--- config.mk ---
export PLATFORM = sky130hd
export DESIGN_NAME = csi2_stat_top
export DESIGN_NICKNAME = d
export VERILOG_FILES = /design/src/csi2_csr_pkg.sv /design/src/csi2_video_pkg.sv /design/src/csi2_stat_top.sv /design/src/cam_pwup_seq.sv /design/src/csi2_csr.sv /design/src/csi2_stat_acc.sv
export VERILOG_INCLUDE_DIRS = /design/src
export SDC_FILE = /design/constraint.sdc
export NUM_CORES = 1
export LEC_CHECK = 0
export ABC_AREA = 0
export BUFFER_PORTS_ARGS = -buffer_cell sky130_fd_sc_hd__buf_4
export CORE_UTILIZATION = 25
export CTS_CLUSTER_SIZE = 28
export DETAILED_ROUTE_END_ITERATION = 12
export GPL_TIMING_DRIVEN = 0
export HOLD_SLACK_MARGIN = 0.06
export PLACE_DENSITY_LB_ADDON = 0.05
export SYNTH_ARGS = -nofsm -noshare
export SYNTH_HDL_FRONTEND = slang
export SYNTH_SLANG_ARGS = --single-unit
export TNS_END_PERCENT = 50
--- constraint.sdc ---
create_clock -name px_clk_i -period 3.8 [get_ports px_clk_i]
set_input_delay 0.19 -clock px_clk_i [delete_from_list [all_inputs] [get_ports px_clk_i]]
set_output_delay 0.19 -clock px_clk_i [all_outputs]
set_load 0.005 [all_outputs]
--- src/csi2_cfg.svh ---
`ifndef CSI2_CFG_SVH
`define CSI2_CFG_SVH

// Frame rate measurement window in px_clk cycles
`define CSI2_FPS_WINDOW 2000

// Camera held in power-down after reset or cam_rst
`define CSI2_PWUP_DELAY 50

// Sensor SCCB address loaded during init
`define CSI2_SCCB_ADDR_DEFAULT 7'h1a

`endif
--- src/csi2_csr_pkg.sv ---
package csi2_csr_pkg;

typedef logic [7 : 0]  csr_addr_t;
typedef logic [31 : 0] csr_data_t;
typedef logic [4 : 0]  dly_tap_t;

typedef struct packed {
  logic      wr;
  logic      rd;
  csr_addr_t addr;
  csr_data_t wdata;
} csr_req_t;

typedef struct packed {
  logic      rvalid;
  csr_data_t rdata;
} csr_rsp_t;

typedef struct packed {
  dly_tap_t lane_1;
  dly_tap_t lane_0;
} lane_delay_t;

// Register map
localparam csr_addr_t CTRL       = 8'h00;
localparam csr_addr_t SCCB_ADDR  = 8'h04;
localparam csr_addr_t LANE_DELAY = 8'h08;
localparam csr_addr_t HDR_ERR    = 8'h10;
localparam csr_addr_t CORR_ERR   = 8'h14;
localparam csr_addr_t CRC_ERR    = 8'h18;
localparam csr_addr_t MAX_LN     = 8'h1c;
localparam csr_addr_t MIN_LN     = 8'h20;
localparam csr_addr_t MAX_PX     = 8'h24;
localparam csr_addr_t MIN_PX     = 8'h28;
localparam csr_addr_t FPS        = 8'h2c;

// CTRL bits
localparam int CTRL_PHY_EN     = 0;
localparam int CTRL_CLEAR_STAT = 1;
localparam int CTRL_CAM_RST    = 2;

endpackage

--- src/csi2_video_pkg.sv ---
package csi2_video_pkg;

typedef logic [31 : 0] stat_cnt_t;
typedef logic [15 : 0] px_cnt_t;
typedef logic [15 : 0] ln_cnt_t;
typedef logic [15 : 0] px_data_t;

// One beat of the receiver video stream
typedef struct packed {
  logic     valid;
  logic     sof;
  logic     eol;
  px_data_t data;
} video_beat_t;

typedef struct packed {
  logic header_err;
  logic corr_header_err;
  logic crc_err;
} err_flags_t;

typedef struct packed {
  stat_cnt_t header_err_cnt;
  stat_cnt_t corr_err_cnt;
  stat_cnt_t crc_err_cnt;
  ln_cnt_t   max_ln;
  ln_cnt_t   min_ln;
  px_cnt_t   max_px;
  px_cnt_t   min_px;
  stat_cnt_t fps;
} stat_t;

endpackage

--- src/csi2_stat_top.sv ---
module csi2_stat_top (
  input                               px_clk_i,
  input                               reset_i,
  input  csi2_video_pkg::video_beat_t video_i,
  input  csi2_video_pkg::err_flags_t  err_i,
  input  csi2_csr_pkg::csr_req_t      host_req_i,
  output csi2_csr_pkg::csr_rsp_t      host_rsp_o,
  output logic                        phy_en_o,
  output logic [6 : 0]                sccb_slave_addr_o,
  output csi2_csr_pkg::lane_delay_t   lane_delay_o,
  output logic                        delay_act_o,
  output logic                        cam_pwup_o,
  output logic                        init_done_o
);

import csi2_video_pkg::*;
import csi2_csr_pkg::*;

csr_req_t csr_req;
csr_rsp_t csr_rsp;
stat_t    stat;
logic     clear_stat;
logic     cam_rst_stb;

// Power-up timing and register bus master select
cam_pwup_seq cam_pwup_seq (
  .px_clk_i      ( px_clk_i    ),
  .reset_i       ( reset_i     ),
  .cam_rst_stb_i ( cam_rst_stb ),
  .host_req_i    ( host_req_i  ),
  .host_rsp_o    ( host_rsp_o  ),
  .csr_rsp_i     ( csr_rsp     ),
  .csr_req_o     ( csr_req     ),
  .cam_pwup_o    ( cam_pwup_o  ),
  .init_done_o   ( init_done_o )
);

csi2_csr csi2_csr (
  .px_clk_i          ( px_clk_i          ),
  .reset_i           ( reset_i           ),
  .req_i             ( csr_req           ),
  .rsp_o             ( csr_rsp           ),
  .stat_i            ( stat              ),
  .phy_en_o          ( phy_en_o          ),
  .clear_stat_o      ( clear_stat        ),
  .cam_rst_stb_o     ( cam_rst_stb       ),
  .sccb_slave_addr_o ( sccb_slave_addr_o ),
  .lane_delay_o      ( lane_delay_o      ),
  .delay_act_o       ( delay_act_o       )
);

csi2_stat_acc csi2_stat_acc (
  .px_clk_i     ( px_clk_i   ),
  .reset_i      ( reset_i    ),
  .clear_stat_i ( clear_stat ),
  .video_i      ( video_i    ),
  .err_i        ( err_i      ),
  .stat_o       ( stat       )
);

endmodule

--- src/cam_pwup_seq.sv ---
`include "csi2_cfg.svh"

module cam_pwup_seq (
  input                          px_clk_i,
  input                          reset_i,
  input                          cam_rst_stb_i,
  input  csi2_csr_pkg::csr_req_t host_req_i,
  output csi2_csr_pkg::csr_rsp_t host_rsp_o,
  input  csi2_csr_pkg::csr_rsp_t csr_rsp_i,
  output csi2_csr_pkg::csr_req_t csr_req_o,
  output logic                   cam_pwup_o,
  output logic                   init_done_o
);

import csi2_csr_pkg::*;

localparam int DLY_W = $clog2(`CSI2_PWUP_DELAY + 1);

typedef enum logic [1 : 0] {
  WAIT_PWR,
  WR_CTRL,
  WR_ADDR,
  DONE
} state_t;

state_t               state;
logic [DLY_W - 1 : 0] dly_cnt;
csr_req_t             seq_req;

always_ff @( posedge px_clk_i ) begin
  if( reset_i || cam_rst_stb_i ) begin
    state      <= WAIT_PWR;
    dly_cnt    <= '0;
    cam_pwup_o <= 1'b0;
  end else begin
    case( state )
      WAIT_PWR: begin
        // Power pin rises one cycle ahead of the first write
        if( dly_cnt == DLY_W'(`CSI2_PWUP_DELAY - 1) )
          cam_pwup_o <= 1'b1;
        if( dly_cnt == DLY_W'(`CSI2_PWUP_DELAY) )
          state <= WR_CTRL;
        else
          dly_cnt <= dly_cnt + 1'b1;
      end
      WR_CTRL: state <= WR_ADDR;
      WR_ADDR: state <= DONE;
      default: state <= DONE;
    endcase
  end
end

always_comb begin
  seq_req = '0;
  case( state )
    WR_CTRL: begin
      seq_req.wr                 = 1'b1;
      seq_req.addr               = CTRL;
      seq_req.wdata[CTRL_PHY_EN] = 1'b1;
    end
    WR_ADDR: begin
      seq_req.wr    = 1'b1;
      seq_req.addr  = SCCB_ADDR;
      seq_req.wdata = csr_data_t'(`CSI2_SCCB_ADDR_DEFAULT);
    end
    default: seq_req = '0;
  endcase
end

assign init_done_o = state == DONE;

// Host owns the register bus only after init
assign csr_req_o  = init_done_o ? host_req_i : seq_req;
assign host_rsp_o = '{ rvalid: csr_rsp_i.rvalid && init_done_o, rdata: csr_rsp_i.rdata };

endmodule

--- src/csi2_csr.sv ---
module csi2_csr (
  input                             px_clk_i,
  input                             reset_i,
  input  csi2_csr_pkg::csr_req_t    req_i,
  output csi2_csr_pkg::csr_rsp_t    rsp_o,
  input  csi2_video_pkg::stat_t     stat_i,
  output logic                      phy_en_o,
  output logic                      clear_stat_o,
  output logic                      cam_rst_stb_o,
  output logic [6 : 0]              sccb_slave_addr_o,
  output csi2_csr_pkg::lane_delay_t lane_delay_o,
  output logic                      delay_act_o
);

import csi2_csr_pkg::*;

logic      wr_ctrl;
logic      wr_sccb;
logic      wr_delay;
logic      rvalid;
csr_data_t rdata;
csr_data_t rd_mux;

assign wr_ctrl  = req_i.wr && ( req_i.addr == CTRL );
assign wr_sccb  = req_i.wr && ( req_i.addr == SCCB_ADDR );
assign wr_delay = req_i.wr && ( req_i.addr == LANE_DELAY );

// Self-clearing CTRL bits become single pulses
always_ff @( posedge px_clk_i ) begin
  if( reset_i ) begin
    phy_en_o      <= 1'b0;
    clear_stat_o  <= 1'b0;
    cam_rst_stb_o <= 1'b0;
    delay_act_o   <= 1'b0;
  end else begin
    clear_stat_o  <= wr_ctrl && req_i.wdata[CTRL_CLEAR_STAT];
    cam_rst_stb_o <= wr_ctrl && req_i.wdata[CTRL_CAM_RST];
    delay_act_o   <= wr_delay;
    if( wr_ctrl )
      phy_en_o <= req_i.wdata[CTRL_PHY_EN];
  end
end

always_ff @( posedge px_clk_i ) begin
  if( reset_i ) begin
    sccb_slave_addr_o <= '0;
    lane_delay_o      <= '0;
  end else begin
    if( wr_sccb )
      sccb_slave_addr_o <= req_i.wdata[6 : 0];
    if( wr_delay ) begin
      lane_delay_o.lane_0 <= req_i.wdata[4 : 0];
      lane_delay_o.lane_1 <= req_i.wdata[12 : 8];
    end
  end
end

always_comb begin
  case( req_i.addr )
    CTRL:       rd_mux = csr_data_t'(phy_en_o);
    SCCB_ADDR:  rd_mux = csr_data_t'(sccb_slave_addr_o);
    LANE_DELAY: rd_mux = csr_data_t'({ lane_delay_o.lane_1, 3'b000, lane_delay_o.lane_0 });
    HDR_ERR:    rd_mux = stat_i.header_err_cnt;
    CORR_ERR:   rd_mux = stat_i.corr_err_cnt;
    CRC_ERR:    rd_mux = stat_i.crc_err_cnt;
    MAX_LN:     rd_mux = csr_data_t'(stat_i.max_ln);
    MIN_LN:     rd_mux = csr_data_t'(stat_i.min_ln);
    MAX_PX:     rd_mux = csr_data_t'(stat_i.max_px);
    MIN_PX:     rd_mux = csr_data_t'(stat_i.min_px);
    FPS:        rd_mux = stat_i.fps;
    default:    rd_mux = '0;
  endcase
end

always_ff @( posedge px_clk_i ) begin
  if( reset_i )
    rvalid <= 1'b0;
  else
    rvalid <= req_i.rd;
end

always_ff @( posedge px_clk_i ) begin
  if( req_i.rd )
    rdata <= rd_mux;
end

assign rsp_o = '{ rvalid: rvalid, rdata: rdata };

endmodule

--- src/csi2_stat_acc.sv ---
`include "csi2_cfg.svh"

module csi2_stat_acc (
  input                               px_clk_i,
  input                               reset_i,
  input                               clear_stat_i,
  input  csi2_video_pkg::video_beat_t video_i,
  input  csi2_video_pkg::err_flags_t  err_i,
  output csi2_video_pkg::stat_t       stat_o
);

import csi2_video_pkg::*;

localparam int WIN_W = $clog2(`CSI2_FPS_WINDOW);

logic [WIN_W - 1 : 0] win_cnt;
logic                 win_end;
logic                 beat_sof;
stat_cnt_t            sof_cnt;
stat_cnt_t            hdr_cnt;
stat_cnt_t            corr_cnt;
stat_cnt_t            crc_cnt;
stat_cnt_t            fps;
px_cnt_t              px_cnt;
px_cnt_t              line_len;
px_cnt_t              max_px;
px_cnt_t              min_px;
ln_cnt_t              ln_cnt;
ln_cnt_t              max_ln;
ln_cnt_t              min_ln;
logic                 line_ok;
logic                 frame_ok;

assign beat_sof = video_i.valid && video_i.sof;
assign win_end  = win_cnt == WIN_W'(`CSI2_FPS_WINDOW - 1);

// Length of the line including the current beat
assign line_len = video_i.sof ? px_cnt_t'(1) : px_cnt + 1'b1;

always_ff @( posedge px_clk_i ) begin
  if( reset_i || clear_stat_i ) begin
    hdr_cnt  <= '0;
    corr_cnt <= '0;
    crc_cnt  <= '0;
  end else begin
    hdr_cnt  <= hdr_cnt + err_i.header_err;
    corr_cnt <= corr_cnt + err_i.corr_header_err;
    crc_cnt  <= crc_cnt + err_i.crc_err;
  end
end

always_ff @( posedge px_clk_i ) begin
  if( reset_i || clear_stat_i ) begin
    px_cnt   <= '0;
    ln_cnt   <= '0;
    line_ok  <= 1'b0;
    frame_ok <= 1'b0;
    max_px   <= '0;
    min_px   <= '1;
    max_ln   <= '0;
    min_ln   <= '1;
  end else if( video_i.valid ) begin
    // A line seen only in part is not folded
    if( video_i.eol ) begin
      px_cnt <= '0;
      if( line_ok || video_i.sof ) begin
        if( line_len > max_px )
          max_px <= line_len;
        if( line_len < min_px )
          min_px <= line_len;
      end
    end else begin
      px_cnt <= line_len;
    end
    line_ok <= line_ok || video_i.sof || video_i.eol;

    // Previous frame closes at sof
    if( video_i.sof ) begin
      frame_ok <= 1'b1;
      ln_cnt   <= ln_cnt_t'(video_i.eol);
      if( frame_ok ) begin
        if( ln_cnt > max_ln )
          max_ln <= ln_cnt;
        if( ln_cnt < min_ln )
          min_ln <= ln_cnt;
      end
    end else if( video_i.eol ) begin
      ln_cnt <= ln_cnt + 1'b1;
    end
  end
end

// Window runs free from reset and ignores clear
always_ff @( posedge px_clk_i ) begin
  if( reset_i || win_end ) begin
    win_cnt <= '0;
    sof_cnt <= '0;
  end else begin
    win_cnt <= win_cnt + 1'b1;
    sof_cnt <= sof_cnt + beat_sof;
  end
end

always_ff @( posedge px_clk_i ) begin
  if( reset_i || clear_stat_i )
    fps <= '0;
  else if( win_end )
    fps <= sof_cnt + beat_sof;
end

assign stat_o = '{
  header_err_cnt: hdr_cnt,
  corr_err_cnt:   corr_cnt,
  crc_err_cnt:    crc_cnt,
  max_ln:         max_ln,
  min_ln:         min_ln,
  max_px:         max_px,
  min_px:         min_px,
  fps:            fps
};

endmodule

Word-level counts from Yosys, hierarchy flattened. Cells that the tools add are included. W data, S select, Z words.

Multiplexer cells: 12. Add/subtract/negate cells: 8. Reduce and logical (&&, ||, !) cells: 24. Equality and inequality tests: 17. $lt $le $gt $ge: 4. Bitwise gates (word level): 1.

Operators with widths (number): $pmux W32 S11 (1); $add A32 B1 Y32 (4); $mux W16 (4); $mux W42 (1); $add A16 B1 Y16 const B (2); $eq A8 B5 Y1 const B (4); $eq A8 B6 Y1 const B (4); $gt A16 B16 Y1 (2); $lt A16 B16 Y1 (2); $reduce_and A4 Y1 (4); $eq A6 B6 Y1 const B (2); $add A11 B1 Y11 const B (1); $eq A11 B11 Y1 const B (1); $eq A8 B3 Y1 const B (1); $eq A8 B4 Y1 const B (1); $logic_not A8 Y1 (1); $reduce_and A2 Y1 (4); $logic_and A1 B1 Y1 (7); $add A6 B1 Y6 const B (1); $logic_or A1 B1 Y1 (5); $eq A2 B2 Y1 const B (2); $mux W4 (1); $pmux W2 S2 (1); $mux W3 (1); other kinds (8) (9).

Output and inout port bits: 54. Input port bits: 66. Bits in registers: 332.

Longest topological paths before layout. Gate-level depths: netlist (run 1).

Depth after elaboration: 7. Depth in mapped cells: 15.

Modules after synthesis. A second synthesis (run 1) with hierarchy kept.

Cell total of the unflattened synthesis: 1911. Area, all modules: 16975.0 µm².

By module, submodules not included: csi2_stat_acc (times used 1, cells each 1418, area each 12310.6 µm²); csi2_csr (times used 1, cells each 349, area each 3565.9 µm²); cam_pwup_seq (times used 1, cells each 144, area each 1098.6 µm²).

Worst setup path after synthesis (run 1). OpenSTA, ideal clock, no wires.

Kind: register to register. Start point: register csi2_stat_acc.px_cnt[3]. End point: register csi2_stat_acc.max_px[3]. Slack: 0.428 ns. Setup time: 0.117 ns. Period minus slack after synthesis: 3.372 ns. Cell stages (with the launch flop): 16. Arrival time: 3.255 ns. Cell sequence: dfxtp_1 -> and4_1 -> buf_4 -> nand3_1 -> nor4_1 -> xnor2_1 -> nor2_1 -> ha_1 -> and4_1 -> inv_1 -> nor4_2 -> a21boi_2 -> o22ai_1 -> a31o_2 -> buf_2 -> a22o_1.

Longest elaborated chain between the ends: 4.

Ends and longest elaborated chain: start: declaration (RTL line csi2_stat_acc.sv:24) `px_cnt_t px_cnt;`; start signal: assignment (RTL line csi2_stat_acc.sv:73) `px_cnt <= line_len;`; $add A16 B1 Y16 (RTL line csi2_stat_acc.sv:38) `assign line_len = video_i.sof ? px_cnt_t'(1) : px_cnt + 1'b1;`; $mux W16 (RTL line csi2_stat_acc.sv:38); net csi2_stat_acc.line_len[15] (RTL line csi2_stat_acc.sv:25) `px_cnt_t line_len;`; $gt A16 B16 Y1 (RTL line csi2_stat_acc.sv:67) `if( line_len > max_px )`; $reduce_and A4 Y1 (no source line); end signal: assignment (RTL line csi2_stat_acc.sv:68) `max_px <= line_len;`; end: declaration (RTL line csi2_stat_acc.sv:26) `px_cnt_t max_px;`.

The timed path passes the listed nets, and every way through them passes these cells. A chain may end at the register's enable or synchronous reset.

Worst setup path in the final report (run 1).
Start point: register csi2_stat_acc.px_cnt[0]. End point: register csi2_stat_acc.max_px[12].

The elaborated chain is that of the path after synthesis.

==> out/results.ini, run 1 <==
[final_layout]
antenna_cells=0
nets=2079
drive_gt1_share_pct=11.2
syn_to_final_growth_pct=21.2
final_area_mm2=0.0193

[clocking]
clockRootBuffer=clkbuf_16
path_clk_slew_ns=0.06
numCtsBuffers=43
cts_max_level=2
clockBufferDepth=3
cts_tree=yes
clk_latency_ns=0.58
clock-sinks=332

[floorplan]
ioPinCount=120
die_w_um=254
die_area_mm2=0.0647
die_h_um=254
rows=92
core_mm2=0.0630
start_util_pct=25.3

[pwr]
p_per_area_mw_per_mm2=447
ir_worst_vdd_uv=296
total_power_mw=8.62
p_leak_nw=7.32

[yosys]
avgSynthCellArea_um2=8.90
synth_top_family_by_area=simple AND/OR/NAND/NOR gates
synth.distinct_cells=72
seq_area_frac_synth_pct=43.8
synth.ff_latch_count=332
synth_common_cells=dfxtp_1 (300), nor2_1 (257), nand2_1 (118)
ys.flop_type=dfxtp_1
synth.most_common_cell=dfxtp_1
synth_compound_area_share_pct=16.8
synth_top_area_share_pct=37.7
synthesis.nets=1933
synth_edf_count=32
yosys-mux-area-fraction_pct=0.566
syn_area_mm2=0.0159
synth_xor_area_share_pct=7.71
ys_warn_count=0
netlist_top_cells_area=dfxtp_1 (38%), ha_1 (6.3%), nor2_1 (6.1%), edfxtp_1 (6.0%), xor2_1 (5.0%)
synthSimpleGateAreaFrac_pct=20.3
ys_async_sr_fraction_pct=0
synthCells=1787
yosys.area_share.adder_pct=6.29
yosysTopAreaCell=dfxtp_1

[placement]
gp_congestion=0.831
numPortBuffers=81
placed_area_mm2=0.0176
dpl.hpwl_um=45100

[setup_path]
start_kind=register
crit_type=register to register
critPathMaxFanout=14
cp_data_arrival_time_ns=4.00
cp-end-kind=register
required_ns=4.27

[worst_hold_path]
min_path_type=input port to register

[sta]
slew_headroom_pct=18.5
max_freq_ghz=0.283
tns_ns=0
report.final.slew_viol_count=0
worst_slew_pin_slew_ns=1.21
grt_setup_unrepaired=no
period_needed_ns=3.53
finalClockSkew_ns=0.0140
hold_viol_final=0
setup_violations=0
fin_crit_sh_pct=92.9

[grt]
grt_pass1_wl_um=86700
grt_max_degree=25
grt_pass1_vias=13537
gr-usage-all-layers_pct=18.1
grt_antenna_before_repair=0
grt_overflow=0

[routing]
drc=0
wirelength_um=57500
ant_nets=0
vias=13450
drt-initial-drc-count=804
avgRoutedWirePerCell_um=20.4
via_per_inst=4.78
dr.pass1.iters=7

[job]
drv_cap=0

[status]
outcome=finished, final reports clean

==> registers in the layout (all words and copies together) (netlist names), 2 cells and up <==
signal                      cells
csi2_stat_acc.px_cnt           16
csi2_stat_acc.hdr_cnt          32
csi2_csr.rdata                 32
csi2_stat_acc.ln_cnt           16
csi2_stat_acc.crc_cnt          32
cam_pwup_seq.state              2
csi2_stat_acc.fps              32
csi2_stat_acc.sof_cnt          32
csi2_stat_acc.win_cnt          11
csi2_csr.lane_delay_o          10
csi2_stat_acc.corr_cnt         32
csi2_stat_acc.max_px           16
csi2_csr.sccb_slave_addr_o      7
csi2_stat_acc.min_ln           16
cam_pwup_seq.dly_cnt            6
csi2_stat_acc.max_ln           16
csi2_stat_acc.min_px           16
==> path summary, 6_finish.rpt <==
kind / endpoint / startpoint / cells after the start / slack, ns
worst max-delay path: csi2_stat_acc.max_px[12] / csi2_stat_acc.px_cnt[0] / 14 / 0.27
worst min-delay path: csi2_stat_acc.max_px[0] / video_i[17] / 4 / 0.11
worst max register to register: csi2_stat_acc.max_px[12] / csi2_stat_acc.px_cnt[0] / 14 / 0.27
worst min register to register: csi2_stat_acc.frame_ok / csi2_stat_acc.frame_ok / 1 / 0.47
==> worst max-delay path, cell delays in order, from the launching register on <==
cell and delay, ns:
dfxtp_1 0.39, ha_1 0.20, and2_1 0.12, buf_2 0.18, nand4_1 0.13, or3_1 0.37, a21oi_4 0.24, ha_1 0.20
and4_2 0.32, inv_1 0.09, nor4_4 0.23, a21boi_4 0.25, o22ai_1 0.10, a31o_2 0.35, a32o_1 0.24
==> layer usage <==
metal	part of all wire, %	up-vias	global-route usage, %
met1	46	6427	23.7
met4	2.8	0	6.09
met5	0	-	0
li1	-	6715	-
met3	3.4	84	2.54
met2	48	224	30.4
==> stage by stage <==
step | std cells | hold WS (ns) | util, % | worst slack [ns]
final | 2812 | 0.114 | 30.6 | 0.268
after global placement | 2714 | 0.453 | 27.9 | -0.293
after CTS | 2811 | 0.0764 | 30.5 | 0.0314
after floorplan | 1787 | 0.323 | - | 0.428
after global routing | 2812 | 0.128 | 30.6 | 0.0241
after detailed placement | 2715 | 0.459 | 28.0 | -0.304
==> final cells by class <==
| cell class | instances | area (µm²) |
|---|---|---|
| Inverter | 86 | 323 |
| Multi-Input combinational cell | 1276 | 8320 |
| Buffer | 92 | 397 |
| Clock buffer | 66 | 1280 |
| Sequential cell | 332 | 6970 |
| Fill cell | 6799 | 43700 |
| Timing Repair Buffer | 102 | 823 |
| Clock inverter | 12 | 98.8 |
| Tap cell | 846 | 1060 |
==> report_power, final <==
| part | internal (mW) | switching, mW | total, mW | leakage, nW |
|---|---|---|---|---|
| Combinational | 0.279 | 0.576 | 0.855 | 3.90 |
| Sequential | 3.64 | 0.114 | 3.76 | 2.74 |
| Clock | 2.39 | 1.62 | 4.01 | 0.678 |
| Total | 6.31 | 2.31 | 8.62 | 7.32 |
==> layout by cell type (no fill, tap or decap), types with 61 or more instances in the layout <==
master    Yosys  layout
dfxtp_1     300     297
nor2_1      257     251
nand2_1     118     118
nand3_1     104     103
xor2_1       90      90
buf_4         1      84
inv_1        84      84
ha_1         80      80
clkbuf_1     54      66
a21oi_1      70      65
a22oi_1      61      61
==> timing repair <==
item	CTS	global route
resized for setup	11	13
setup buffers	0	2
pin swaps	0	2
hold buffers	18	0
endpoints found under the setup margin	15	29
endpoints found under the hold margin	24	0
==> cell families after synthesis <==
group	after synthesis
simple gates	671
compound gates	376
flops	332
buf+inv	179
xor+xnor	140
fa+ha+maj	80
mux	9
(Power assumes the default switching activity.)
==> run 2: changes to the inputs <==
CELL_PAD_IN_SITES_DETAIL_PLACEMENT = 0   (was not set)
CELL_PAD_IN_SITES_GLOBAL_PLACEMENT = 1   (was not set)
clock period = 4.4 ns   (was 3.8 ns; I/O delays follow)
==> run 2 against run 1 <==
  * Worst hold slack lost 0.020 ns
  * Count of clock-buffer cells in the layout is 6 lower
  * Largest power group unchanged
  * Critical path depth unchanged
==> out/results.ini, run 2 (synthesis results as in run 1) <==
[routing]
drt-initial-drc-count=940  ; was 804
vias=13696  ; was 13,450
ant_nets=0  ; unchanged
wirelength_um=60600  ; was 57,500 µm
dr.pass1.iters=6  ; was 7
drc=0  ; unchanged
avgRoutedWirePerCell_um=21.6  ; was 20.4 µm
via_per_inst=4.88  ; was 4.78

[job]
drv_cap=0  ; unchanged

[final_layout]
fin_cells=2804  ; was 2,812
layout_commonest_cell=dfxtp_1  ; unchanged
drive_gt1_share_pct=10.0  ; was 11.2%
final_cell_mix=dfxtp_1 (300), nor2_1 (255), nand2_1 (118), nand3_1 (104), xor2_1 (90)  ; was dfxtp_1 (297), nor2_1 (251), nand2_1 (118), nand3_1 (103), xor2_1 (90)
antenna_cells=0  ; unchanged
nets=2073  ; was 2,079
syn_to_final_growth_pct=19.6  ; was 21.2%

[sta]
slew_headroom_pct=2.70  ; was 18.5%
grt_setup_unrepaired=no  ; unchanged
tns_ns=0  ; unchanged
hold_viol_final=0  ; unchanged
worst_slew_pin_slew_ns=1.45  ; was 1.21 ns
setup_violations=0  ; unchanged
max_freq_ghz=0.243  ; was 0.283 GHz
fin_crit_sh_pct=93.5  ; was 92.9%
finalClockSkew_ns=0.0200  ; was 0.0140 ns
fin_ws_ns=0.286  ; was 0.268 ns
period_needed_ns=4.11  ; was 3.53 ns
report.final.slew_viol_count=0  ; unchanged

[setup_path]
required_ns=4.85  ; was 4.27 ns
cp_data_arrival_time_ns=4.56  ; was 4.00 ns
cp-end-kind=register  ; unchanged
start_kind=register  ; unchanged
critPathMaxFanout=10  ; was 14
rrSetupSlack_ns=0.29  ; was 0.27 ns
crit_type=register to register  ; unchanged

[status]
outcome=finished, final reports clean  ; unchanged

[clocking]
clockRootBuffer=clkbuf_16  ; unchanged
cts_tree=yes  ; unchanged
path_clk_slew_ns=0.05  ; was 0.06 ns
numCtsBuffers=43  ; unchanged
clock-sinks=332  ; unchanged
clockBufferDepth=3  ; unchanged
cts_max_level=2  ; unchanged
cts_setup_buffers=0  ; unchanged
clk_latency_ns=0.58  ; about the same

[floorplan]
die_w_um=254  ; unchanged
start_util_pct=25.3  ; unchanged
die_area_mm2=0.0647  ; unchanged
ioPinCount=120  ; unchanged
rows=92  ; unchanged
core_mm2=0.0630  ; unchanged
die_h_um=254  ; unchanged

[placement]
numPortBuffers=81  ; unchanged
gp_congestion=0.861  ; was 0.831
dp.cells=2715  ; unchanged
pre_cts_slack_ns=0.318  ; was -0.304 ns
dpl.hpwl_um=47000  ; was 45,100 µm

[grt]
grt_antenna_before_repair=0  ; unchanged
grt_pass1_vias=13560  ; was 13,537
grt_max_degree=27  ; was 25
gr-usage-all-layers_pct=19.0  ; was 18.1%
grt_overflow=0  ; unchanged
grt_pass1_wl_um=90300  ; was 86,700 µm

[worst_hold_path]
min_path_type=input port to register  ; unchanged

[pwr]
p_per_area_mw_per_mm2=387  ; was 447 mW/mm²
p_leak_nw=7.23  ; was 7.32 nW
ir_worst_vdd_uv=212  ; was 296 µV

## run 2: final timing paths
check,depth (start not counted),end,from
worst min-delay path,5,csi2_stat_acc.ln_cnt[0],video_i[18]
worst max-delay path,14,csi2_stat_acc.max_px[6],csi2_stat_acc.px_cnt[3]
worst max register to register,14,csi2_stat_acc.max_px[6],csi2_stat_acc.px_cnt[3]
worst min register to register,1,csi2_stat_acc.win_cnt[0],csi2_stat_acc.win_cnt[0]
## run 2: cell type report
type,instances,area [µm²]
Fill cell,6720,43900
Tap cell,846,1060
Inverter,86,323
Timing Repair Buffer,95,758
Multi-Input combinational cell,1276,8230
Clock inverter,16,111
Sequential cell,332,6970
Clock buffer,60,1190
Buffer,93,399
## run 2: worst max-delay path, stage by stage (launching register included)
cell      delay (ns)
dfxtp_1         0.42
and4_1          0.21
buf_4           0.14
nand3_1         0.21
or3_1           0.40
a21oi_1         0.49
ha_1            0.24
and4_1          0.32
inv_1           0.08
nor4_2          0.43
a21boi_2        0.28
o22ai_1         0.11
a31o_2          0.26
buf_2           0.19
a22o_1          0.19
## run 2: stage by stage
stage               power (mW)  cell area [µm²]  hold slack [ns]  util [%]
floorplan                 3.69            15900            0.353         -
global placement          4.06            17600            0.429      27.9
detailed placement        4.06            17600            0.435      28.0
CTS                       7.50            19000           0.0601      30.2
global route              7.68            19000            0.106      30.2
finish                    7.36            19000           0.0936      30.2
## run 2: timing repair
item	CTS	global route
endpoints found under the hold margin	15	0
hold buffers	13	0
endpoints found under the setup margin	0	1
resized for setup	0	1
## run 2: metal layers
metal	vias up	share of wire, %	wire, µm	global-route usage, %
li1	6700	-	-	-
met1	6670	46	28200	25.3
met2	253	48	28800	31.9
met3	73	3.4	2070	2.26
met4	0	2.5	1530	5.70
met5	-	0	0	0
## run 2: report_power, final
group	total [mW]	leakage (nW)	switching (mW)	internal, mW
Combinational	0.748	3.85	0.514	0.234
Sequential	3.25	2.74	0.101	3.15
Clock	3.37	0.639	1.43	1.94
Total	7.36	7.23	2.04	5.32
==> run 3: changes to the inputs <==
CORE_UTILIZATION = 50   (was 25)
==> run 3 against run 2 <==
  * Flip-flop and latch count did not move
  * Worst setup slack better by 0.11 ns
  * Largest power group is now sequential cells
  * Global-route usage grew 9.6 points
  * Critical path type unchanged
  * Clock power is 6.2% lower
  * Register-to-register slack improved by 0.11 ns
  * Combinational power down 9.2%
  * Critical endpoint is now csi2_stat_acc.max_px[13]
==> out/results.ini, run 3 (synthesis results as in run 1) <==
[placement]
dpl.hpwl_um=35700  ; was 47,000 µm
placed_area_mm2=0.0170  ; was 0.0176 mm²
gp_congestion=0.961  ; was 0.861
dp.cells=2264  ; was 2,715
pre_cts_slack_ns=0.547  ; was 0.318 ns
numPortBuffers=81  ; unchanged

[routing]
via_per_inst=5.86  ; was 4.88
wirelength_um=46600  ; was 60,600 µm
vias=13726  ; was 13,696
drt-initial-drc-count=1163  ; was 940
ant_nets=0  ; unchanged
avgRoutedWirePerCell_um=19.9  ; was 21.6 µm
dr.pass1.iters=6  ; unchanged
drc=0  ; unchanged

[final_layout]
final_area_mm2=0.0184  ; was 0.0190 mm²
fin_cells=2342  ; was 2,804
antenna_cells=0  ; unchanged
syn_to_final_growth_pct=15.5  ; was 19.6%
nFillCells=2835  ; was 6,720
drive_gt1_share_pct=10.1  ; was 10.0%
final_cell_mix=dfxtp_1 (300), nor2_1 (257), nand2_1 (118), nand3_1 (104), xor2_1 (90)  ; was dfxtp_1 (300), nor2_1 (255), nand2_1 (118), nand3_1 (104), xor2_1 (90)
finish.utilization_pct=59.5  ; was 30.2%
nets=2065  ; was 2,073
layout_commonest_cell=dfxtp_1  ; unchanged

[pwr]
seqPwrFrac_pct=45.7  ; was 44.1%
total_power_mw=7.07  ; was 7.36 mW
p_sw_mw=1.81  ; was 2.04 mW
intPower_mw=5.26  ; was 5.32 mW
p_clk_share_pct=44.7  ; was 45.7%
power_frac_comb_pct=9.6  ; was 10.2%
swShare_pct=25.6  ; was 27.7%
ir_worst_vdd_uv=256  ; was 212 µV
p_per_area_mw_per_mm2=385  ; was 387 mW/mm²
p_leak_nw=7.20  ; was 7.23 nW

[clocking]
numCtsBuffers=37  ; was 43
cts_max_level=2  ; unchanged
clk_latency_ns=0.54  ; was 0.58 ns
cts_tree=yes  ; unchanged
path_clk_slew_ns=0.07  ; was 0.05 ns
clock-sinks=332  ; unchanged
clockBufferDepth=3  ; unchanged
clockRootBuffer=clkbuf_16  ; unchanged
cts_setup_buffers=0  ; unchanged

[grt]
grt_pass1_vias=12597  ; was 13,560
gr-usage-all-layers_pct=28.6  ; was 19.0%
grt_pass1_wl_um=72700  ; was 90,300 µm
grt_antenna_before_repair=0  ; unchanged
grt_overflow=0  ; unchanged
grt_max_degree=34  ; was 27
busiest_layer=met2  ; unchanged
grt_util_met3_pct=3.72  ; was 2.26%
grt_use_met1_pct=41.6  ; was 25.3%
grt_use_met2_pct=44.0  ; was 31.9%

[sta]
tns_ns=0  ; unchanged
grt_setup_unrepaired=no  ; unchanged
slew_headroom_pct=15.8  ; was 2.70%
finalClockSkew_ns=0.0205  ; was 0.0200 ns
fin_crit_sh_pct=90.9  ; was 93.5%
hold_viol_final=0  ; unchanged
worst_slew_pin_slew_ns=1.25  ; was 1.45 ns
period_needed_ns=4.00  ; was 4.11 ns
report.final.slew_viol_count=0  ; unchanged
fin_ws_ns=0.399  ; was 0.286 ns
setup_violations=0  ; unchanged
max_freq_ghz=0.250  ; was 0.243 GHz
timing.hold.ws_ns=0.115  ; was 0.0936 ns

[floorplan]
die_area_mm2=0.0325  ; was 0.0647 mm²
core_mm2=0.0309  ; was 0.0630 mm²
start_util_pct=51.5  ; was 25.3%
ioPinCount=120  ; unchanged
rows=64  ; was 92
die_h_um=180  ; was 254 µm
die_w_um=180  ; was 254 µm

[worst_hold_path]
min_path_type=input port to register  ; unchanged

[setup_path]
critPathMaxFanout=10  ; unchanged
cp-end-kind=register  ; unchanged
cp_data_arrival_time_ns=4.41  ; was 4.56 ns
required_ns=4.81  ; was 4.85 ns
crit_type=register to register  ; unchanged
start_kind=register  ; unchanged

[status]
outcome=finished, final reports clean  ; unchanged

[job]
drv_cap=0  ; unchanged

-- run 3: cell types whose count changed in the layout (fill, tap and decap cells not counted), sizes merged --
| cell | change |
|---|---|
| buf | -1 |
| dlygate4sd3 | -1 |
| bufinv | +3 |
| clkbuf | -14 |
| clkinv | +1 |
-- run 3: repair_timing --
item,CTS,global route
hold buffers,12,0
hold endpoints to repair,14,0
resized for setup,0,0
setup endpoints to repair,0,0
-- run 3: worst max-delay path, cell delays in order (launching register included) --
cell,delay [ns]
dfxtp_1,0.42
and4_1,0.21
buf_4,0.14
nand3_1,0.21
or3_1,0.42
a21oi_1,0.53
ha_1,0.20
and4_1,0.27
inv_1,0.07
nor4_2,0.37
a21boi_2,0.27
o22ai_1,0.11
a31o_2,0.27
buf_2,0.19
a22o_1,0.18
-- run 3: layout make-up --
class,instances,area [µm²],share of cell area [%]
inverter,86,323,1.76
multi-input combinational,1276,8220,44.7
tap,396,495,2.70
timing repair buffer,93,728,3.96
clock inverter,20,226,1.23
clock buffer,46,1020,5.55
buffer,93,399,2.17
sequential,332,6970,37.9
-- run 3: power by group through the flow --
stage	Combinational [mW]	Sequential, mW	Clock, mW
2_1_floorplan	0.429	3.26	0
3_3_place_gp	0.656	3.29	0
3_5_place_dp	0.664	3.30	0
4_1_cts	0.677	3.23	3.22
5_1_grt	0.749	3.24	3.33
6_report	0.679	3.23	3.16
-- run 3: per-layer routing --
layer | part of all wire (%) | wire length [µm] | up-vias
met1 | 48 | 22600 | 6546
met3 | 5.9 | 2740 | 76
li1 | - | - | 6678
met5 | 0 | 0 | -
met4 | 2.6 | 1210 | 0
met2 | 43 | 20100 | 426
-- run 3: final timing paths --
check                          start                            end  slack, ns  depth (start not counted)
max reg2reg  csi2_stat_acc.px_cnt[3]       csi2_stat_acc.max_px[13]       0.40                         14
min reg2reg   csi2_stat_acc.frame_ok         csi2_stat_acc.frame_ok       0.47                          1
min                    host_req_i[4]  csi2_csr.sccb_slave_addr_o[4]       0.12                          3
max          csi2_stat_acc.px_cnt[3]       csi2_stat_acc.max_px[13]       0.40                         14
